--- src/synth_settings.svh ---
`ifndef SYNTH_SETTINGS_SVH
`define SYNTH_SETTINGS_SVH

// ====================
// Voice structure
// ====================

// Number of oscillator voices
`define NUM_VOICES 4

// Phase accumulator width
`define PHASE_W 32

// ====================
// Data path widths
// ====================

// Voice and mixer sample width, signed
`define SAMP_W 16
// Master level, unsigned
`define LEVEL_W 8
// Note index covers notes 0 to 30
`define NOTE_W 5

// Right shift applied after the level multiply
`define MIX_SHIFT 10
// Master level after reset
`define LEVEL_RESET 32

`endif
--- src/synthPkg.sv ---
`include "synth_settings.svh"

package synthPkg;

	// ====================
	// Waveform select
	// ====================
	typedef enum logic [1:0] {
		waveSaw    = 2'd0,
		waveSquare = 2'd1,
		waveTri    = 2'd2,
		waveOff    = 2'd3
	} waveSel;

	// ====================
	// Command word
	// ====================

	// Note command, kind bit low
	typedef struct packed {
		logic                            kind;
		logic [$clog2(`NUM_VOICES)-1:0] voice;
		logic                            gate;
		waveSel                          wave;
		logic                            spare;
		logic [`NOTE_W-1:0]              noteIdx;
	} noteCmd;

	// Master level command, kind bit high
	typedef struct packed {
		logic                kind;
		logic [2:0]          spare;
		logic [`LEVEL_W-1:0] level;
	} levelCmd;

	// Same 12 bits, decoded by bit 11
	typedef union packed {
		noteCmd  asNote;
		levelCmd asLevel;
	} synthCmd;

	// ====================
	// Pitch table
	// ====================

	// Increments of the lowest octave, equal tempered
	// Note 0 sits at 2^27, one half period every 16 ticks
	// Higher octaves shift these left by note div 12
	localparam logic [`PHASE_W-1:0] semitoneInc [12] = '{
		32'd134217728, 32'd142198729, 32'd150654306, 32'd159612677,
		32'd169103741, 32'd179159172, 32'd189812537, 32'd201099372,
		32'd213057362, 32'd225726414, 32'd239148804, 32'd253369332
	};

endpackage

--- src/voiceCtrlIf.sv ---
`include "synth_settings.svh"

interface voiceCtrlIf;
	import synthPkg::*;

	// Voice enable, level
	logic                gate;
	// Shape of the output, level
	waveSel              wave;
	// Phase step per sample tick, level
	logic [`PHASE_W-1:0] phaseInc;
	// One cycle pulse on note-on, clears the phase
	logic                restart;

	// Dispatcher owns all control
	modport dispatcher (
		output gate,
		output wave,
		output phaseInc,
		output restart
	);

	// Voice side
	modport voice (
		input gate,
		input wave,
		input phaseInc,
		input restart
	);

endinterface

--- src/synthCore.sv ---
`include "synth_settings.svh"

module synthCore (
	input  logic                                    MAX10_CLK2_50,
	input  logic                                    arstN,
	input  logic                                    cmdValid,
	input  logic [$bits(synthPkg::synthCmd)-1:0]    cmdWord,
	input  logic                                    sampleTick,
	output logic signed [`SAMP_W-1:0]               sampleOut,
	output logic                                    sampleValid
);

	logic [`LEVEL_W-1:0]       masterLevel;
	logic signed [`SAMP_W-1:0] voiceSamples [`NUM_VOICES];

	// One control bundle per voice
	voiceCtrlIf voiceCtrl [`NUM_VOICES] ();

	// ====================
	// Command side
	// ====================
	noteDispatcher dispatcher (
		.MAX10_CLK2_50 (MAX10_CLK2_50),
		.arstN         (arstN),
		.cmdValid      (cmdValid),
		.cmd           (cmdWord),
		.voiceCtrl     (voiceCtrl),
		.masterLevel   (masterLevel)
	);

	// ====================
	// Voices
	// ====================
	for (genvar v = 0; v < `NUM_VOICES; v++) begin : gVoice
		oscVoice voice (
			.MAX10_CLK2_50 (MAX10_CLK2_50),
			.arstN         (arstN),
			.ctrl          (voiceCtrl[v]),
			.sampleTick    (sampleTick),
			.sample        (voiceSamples[v])
		);
	end

	// Output two cycles after each tick
	voiceMixer mixer (
		.MAX10_CLK2_50 (MAX10_CLK2_50),
		.arstN         (arstN),
		.sampleTick    (sampleTick),
		.voiceSamples  (voiceSamples),
		.masterLevel   (masterLevel),
		.sampleOut     (sampleOut),
		.sampleValid   (sampleValid)
	);

endmodule

--- src/voiceMixer.sv ---
`include "synth_settings.svh"

module voiceMixer (
	input  logic                       MAX10_CLK2_50,
	input  logic                       arstN,
	input  logic                       sampleTick,
	input  logic signed [`SAMP_W-1:0]  voiceSamples [`NUM_VOICES],
	input  logic [`LEVEL_W-1:0]        masterLevel,
	output logic signed [`SAMP_W-1:0]  sampleOut,
	output logic                       sampleValid
);
	// Headroom for the sum of all voices
	localparam int SUM_W = `SAMP_W + $clog2(`NUM_VOICES);

	logic                           tickD1;
	logic signed [SUM_W-1:0]        voiceSum;
	logic signed [SUM_W+`LEVEL_W:0] product;

	// ====================
	// Sum and scale
	// ====================
	always_comb begin
		voiceSum = '0;
		for (int i = 0; i < `NUM_VOICES; i++) begin
			voiceSum += voiceSamples[i];
		end
		// Level is unsigned, zero extend before the signed multiply
		product = voiceSum * $signed({1'b0, masterLevel});
	end

	// Tick delayed to line up with the voice samples
	always_ff @(posedge MAX10_CLK2_50 or negedge arstN) begin
		if (!arstN) begin
			tickD1 <= 1'b0;
			sampleValid <= 1'b0;
		end else begin
			tickD1 <= sampleTick;
			sampleValid <= tickD1;
		end
	end

	// Arithmetic shift, low 16 bits kept
	// Full scale sum at level 255 still fits
	always_ff @(posedge MAX10_CLK2_50) begin
		if (tickD1) begin
			sampleOut <= product[`MIX_SHIFT +: `SAMP_W];
		end
	end

	// Pipeline needs ticks at least 3 cycles apart
	assert property (@(posedge MAX10_CLK2_50) disable iff (!arstN)
		sampleTick |=> !sampleTick [*2]);

endmodule

--- src/oscVoice.sv ---
`include "synth_settings.svh"

module oscVoice (
	input  logic                       MAX10_CLK2_50,
	input  logic                       arstN,
	voiceCtrlIf.voice                  ctrl,
	input  logic                       sampleTick,
	output logic signed [`SAMP_W-1:0]  sample
);
	import synthPkg::*;

	logic [`PHASE_W-1:0]       phase;
	logic [`PHASE_W-1:0]       phaseNext;
	logic [`SAMP_W-1:0]        top;
	logic [`SAMP_W-2:0]        fold;
	logic signed [`SAMP_W-1:0] shaped;

	// ====================
	// Phase accumulator
	// ====================

	// A restart on a tick holds the phase at 0 for that tick
	assign phaseNext = ctrl.restart ? '0 : phase + ctrl.phaseInc;

	always_ff @(posedge MAX10_CLK2_50 or negedge arstN) begin
		if (!arstN) begin
			phase <= '0;
		end else if (ctrl.restart || sampleTick) begin
			phase <= phaseNext;
		end
	end

	// ====================
	// Waveform shaper
	// ====================

	// Top bits of the advanced phase
	assign top = phaseNext[`PHASE_W-1 -: `SAMP_W];

	// Second half of the cycle runs back down
	assign fold = top[`SAMP_W-1] ? ~top[`SAMP_W-2:0] : top[`SAMP_W-2:0];

	always_comb begin
		if (!ctrl.gate) begin
			shaped = '0;
		end else begin
			case (ctrl.wave)
				waveSaw: shaped = $signed(top);
				// Full scale, positive in the first half
				waveSquare: shaped = top[`SAMP_W-1] ?
					$signed({1'b1, {(`SAMP_W-1){1'b0}}}) :
					$signed({1'b0, {(`SAMP_W-1){1'b1}}});
				// Doubled fold, offset to signed range
				waveTri: shaped = $signed({~fold[`SAMP_W-2], fold[`SAMP_W-3:0], 1'b0});
				default: shaped = '0;
			endcase
		end
	end

	// Sample register, valid the cycle after the tick
	always_ff @(posedge MAX10_CLK2_50) begin
		if (sampleTick) begin
			sample <= shaped;
		end
	end

	// Phase is cleared right after restart, tick or not
	assert property (@(posedge MAX10_CLK2_50) disable iff (!arstN)
		ctrl.restart |=> (phase == '0));

endmodule

--- src/noteDispatcher.sv ---
`include "synth_settings.svh"

module noteDispatcher (
	input  logic                  MAX10_CLK2_50,
	input  logic                  arstN,
	input  logic                  cmdValid,
	input  synthPkg::synthCmd     cmd,
	voiceCtrlIf.dispatcher        voiceCtrl [`NUM_VOICES],
	output logic [`LEVEL_W-1:0]   masterLevel
);
	import synthPkg::*;

	// Highest playable note, 2 octaves plus 6 semitones
	localparam int NOTE_MAX = 30;
	localparam int VOICE_W = $clog2(`NUM_VOICES);

	logic                   noteWrite;
	logic                   levelWrite;
	logic [3:0]             semitone;
	logic [1:0]             octave;
	logic [`PHASE_W-1:0]    incLookup;
	logic [`NUM_VOICES-1:0] restartVec;

	// ====================
	// Command decode
	// ====================

	// Out of range notes are dropped
	assign noteWrite = cmdValid && !cmd.asNote.kind && (cmd.asNote.noteIdx <= NOTE_MAX);
	assign levelWrite = cmdValid && cmd.asLevel.kind;

	// Split note into octave and semitone
	always_comb begin
		if (cmd.asNote.noteIdx >= 5'd24) begin
			octave = 2'd2;
			semitone = 4'(cmd.asNote.noteIdx - 5'd24);
		end else if (cmd.asNote.noteIdx >= 5'd12) begin
			octave = 2'd1;
			semitone = 4'(cmd.asNote.noteIdx - 5'd12);
		end else begin
			octave = 2'd0;
			semitone = 4'(cmd.asNote.noteIdx);
		end
		// Each octave doubles the step
		incLookup = semitoneInc[semitone] << octave;
	end

	// ====================
	// Per voice state
	// ====================
	for (genvar v = 0; v < `NUM_VOICES; v++) begin : gVoice
		logic hit;

		assign hit = noteWrite && (cmd.asNote.voice == VOICE_W'(v));

		always_ff @(posedge MAX10_CLK2_50 or negedge arstN) begin
			if (!arstN) begin
				voiceCtrl[v].gate <= 1'b0;
				voiceCtrl[v].wave <= waveOff;
				voiceCtrl[v].phaseInc <= '0;
				voiceCtrl[v].restart <= 1'b0;
			end else begin
				// Note-on restarts the phase, note-off only drops the gate
				voiceCtrl[v].restart <= hit && cmd.asNote.gate;
				if (hit) begin
					voiceCtrl[v].gate <= cmd.asNote.gate;
					voiceCtrl[v].wave <= cmd.asNote.wave;
					voiceCtrl[v].phaseInc <= incLookup;
				end
			end
		end

		assign restartVec[v] = voiceCtrl[v].restart;
	end

	// Master level register
	always_ff @(posedge MAX10_CLK2_50 or negedge arstN) begin
		if (!arstN) begin
			masterLevel <= `LEVEL_W'(`LEVEL_RESET);
		end else if (levelWrite) begin
			masterLevel <= cmd.asLevel.level;
		end
	end

	// One command per cycle, so at most one voice restarts
	assert property (@(posedge MAX10_CLK2_50) disable iff (!arstN)
		$onehot0(restartVec));

endmodule

--- config.mk ---
export PLATFORM = sky130hd
export DESIGN_NAME = synthCore
export DESIGN_NICKNAME = d
export VERILOG_FILES = /design/src/synthPkg.sv /design/src/voiceCtrlIf.sv /design/src/synthCore.sv /design/src/voiceMixer.sv /design/src/oscVoice.sv /design/src/noteDispatcher.sv
export VERILOG_INCLUDE_DIRS = /design/src
export SDC_FILE = /design/constraint.sdc
export NUM_CORES = 1
export LEC_CHECK = 0
export BUFFER_PORTS_ARGS = -buffer_cell sky130_fd_sc_hd__buf_2
export CAP_MARGIN = 20
export CORE_AREA = 2 2 268 270
export DETAILED_ROUTE_END_ITERATION = 10
export DIE_AREA = 0 0 270 272
export HOLD_SLACK_MARGIN = 0.08
export PLACE_DENSITY = 0.66
export SYNTH_ARGS = -nofsm -noshare
export SYNTH_HDL_FRONTEND = slang
export SYNTH_HIERARCHICAL = 1
export SYNTH_SLANG_ARGS = --single-unit
--- constraint.sdc ---
create_clock -name MAX10_CLK2_50 -period 21.6 [get_ports MAX10_CLK2_50]
set_clock_uncertainty 0.15 [all_clocks]
set_input_delay 4.32 -clock MAX10_CLK2_50 [delete_from_list [all_inputs] [get_ports MAX10_CLK2_50]]
set_output_delay 4.32 -clock MAX10_CLK2_50 [all_outputs]
set_load 0.005 [all_outputs]
==> results.tsv <==
metric	value	unit
Skew-Pair Late Insertion Delay	0.60	ns
Rows	98	
hold crit path type	flip-flop to flip-flop	
DRT Pass-1 Iters	6	
Remaining DRCs	0	
drt first-iter violations	2256	
GRT Resource Usage Total	22.6	%
vias in the first global route	24800	
Top Layer Used	met4	
n_diodes	0	
arrival time worst endpoint	8.52	ns
final setup vio count	0	
# IOs	33	
post-synthesis sequential area ratio	29.7	%
DR WL/cell	18.7	µm
Max Clk Rate	120	MHz
port buffer count	32	
overall die height	272	µm
met1 wire length	37200	µm
RSZ-0062 raised after global routing	no	
die area	73400	µm²
Area growth syn-to-layout	7.63	%
layout cell share with drive strength beyond 1	7.69	%
setup TNS	0	ns
#FFs+latches synth	358	
Syn Inst Count	3565	
hold_buf cts	0	
vias	25800	
status	completed	
placer congestion estimate	0.966	
Startpoint Class	flip-flop	
Final Slew Violations	0	
Netlist cell types	119	
worst rel slew slack	23.8	%
Detailed Route WL	83400	µm
total grt overflow	0	
max-cap violations	0	
setup bufs post-CTS	0	
Clock transition at path regs	0.06	ns
CTS max path bufs	3	
pin count of the biggest net entering global routing	81	
FFs w/ async S/R, synth	77.7	%
htree depth	2	
worst slew pin tran	1.14	ns
final period utilization	38.7	%
Core Area	70800	µm²
Worst EP required	21.76	ns
Die X	270	µm
pre-CTS setup slack	13.28	ns
Clock Sinks	358	
root buf cell	clkbuf_16	
Setup CP Type	flip-flop to flip-flop	
WL met2	38400	µm
Tmin final	8.36	ns
CP Capture Type	flip-flop	
number of synthesized flops with an enable pin	80	
CTS Buf Count	43	
post-cts repair resize count	0	
Starting Density	44.5	%
worst-path fanout max	21	
CTS tree	yes	
Mapped Avg Cell Area	8.84	µm²
yosys warns	6	
Top FF cell, synth	dfrtp_1	
NumNets Final	3838	
DP HPWL	61700	µm
initial antenna violation count	1	
first-pass GRT wire length	135000	µm
Fin. Hold Viols	0	
ANT nets after route	0	
via/cell ratio	5.77	
DR WL met3	4380	µm
final setup margin	13.24	ns
Netlist Area Pre-Place	31500	µm²
-- worst paths after layout --
check                                                     from                             endpoint  slack (ns)  cells past startpoint
min in group asynchronous                                arstN             gVoice[1].voice/phase[4]        3.51                      1
max reg2reg                          gVoice[3].voice/sample[1]                  mixer/sampleOut[14]       13.24                     27
min reg2reg                dispatcher/voiceCtrl[0].phaseInc[0]  dispatcher/voiceCtrl[0].phaseInc[0]        0.33                      2
max                                  gVoice[3].voice/sample[1]                  mixer/sampleOut[14]       13.24                     27
max in group asynchronous                                arstN            dispatcher/masterLevel[7]       16.45                      2
min                        dispatcher/voiceCtrl[0].phaseInc[0]  dispatcher/voiceCtrl[0].phaseInc[0]        0.33                      2
-- critical path: stages, from the launching register on --
cell and delay (ns):
edfxtp_1 0.32, inv_1 0.05, fa_1 0.56, fa_1 0.41, inv_1 0.06, ha_1 0.15
inv_1 0.06, fa_1 0.45, nor2b_1 0.15, o21a_1 0.18, o21ai_2 0.12, a211o_1 0.54
a221oi_2 0.63, nand2_1 0.16, fa_1 0.55, inv_1 0.06, fa_1 0.48, fa_1 0.54
inv_1 0.05, fa_1 0.47, inv_1 0.04, ha_1 0.34, a211o_1 0.34, a21oi_2 0.13
or3b_1 0.41, o311ai_1 0.40, o21ai_1 0.15, xor2_1 0.15
-- cells in the final DEF (no fill, tap or decap), drive strengths merged, types with 62 or more instances in the layout --
cell	Yosys	final
nand2	366	366
inv	286	289
nor2	281	281
dfrtp	269	269
a21oi	253	253
o21ai	212	212
ha	198	198
fa	148	148
xnor2	120	120
mux2i	103	103
nor3	86	86
edfxtp	80	80
nand3	70	70
buf	63	70
and2	69	69
a21o	68	68
xor2	62	62
-- flip-flops by register name, summed over array words and instances, names as in the netlist --
| signal | flops |
|---|---|
| dispatcher/voiceCtrl.phaseInc | 124 |
| dispatcher/masterLevel | 8 |
| gVoice.voice/phase | 128 |
| dispatcher/voiceCtrl.wave | 8 |
| dispatcher/voiceCtrl.restart | 4 |
| mixer/sampleValid | 1 |
| mixer/tickD1 | 1 |
| gVoice.voice/sample | 64 |
| dispatcher/voiceCtrl.gate | 4 |
| mixer/sampleOut | 16 |
-- Yosys cell counts (41+ instances only) --
master	instances	area, µm²
inv_1	285	1070
a21oi_1	246	1230
nand2_1	360	1350
a31oi_1	48	300
mux2i_1	103	1030
xor2_1	62	543
o21ai_0	191	956
nor3_1	85	425
fa_1	148	2960
o211ai_1	43	323
clkbuf_1	144	541
and2_1	66	413
edfxtp_1	80	2400
nand3_1	70	350
and3_1	41	257
nor2_1	277	1040
a211oi_1	49	368
dfrtp_1	269	6730
ha_1	198	2480
a21o_1	68	510
nand2b_1	45	282
xnor2_1	120	1050
-- cells by family after synthesis --
group / Yosys count / synth area share [%]
simple gates: 1126 / 17.2
mux: 133 / 4.36
compound gates: 924 / 20.0
other cells: 1 / 0.0119
fa+ha+maj: 346 / 17.3
xor+xnor: 182 / 5.06
buf+inv: 495 / 6.35
flops: 358 / 29.7
-- through the flow --
stage	cells	hold WS [ns]	util, %	area, µm²
2_1_floorplan	3568	0.288	-	31500
3_3_place_gp	4376	0.315	45.6	32200
3_5_place_dp	4377	0.329	45.6	32300
4_1_cts	4457	0.343	47.8	33900
5_1_grt	4461	0.352	47.9	33900
6_report	4461	0.334	47.9	33900
-- layer usage --
metal,vias up,global-route usage (%)
li1,12400,-
met1,12400,30.8
met2,789,37.0
met3,166,2.53
met4,0,8.67
met5,-,0
-- cell type report --
cell class	count	area [µm²]
Clock buffer	52	1170
Clock inverter	28	420
Fill cell	6759	36800
Inverter	287	1080
Multi-Input combinational cell	2715	20200
Sequential cell	358	9370
Tap cell	950	1190
Timing Repair Buffer	71	524
Power is not shown: default switching activity piles up to over one toggle a cycle in this logic, so the estimate is an artifact.
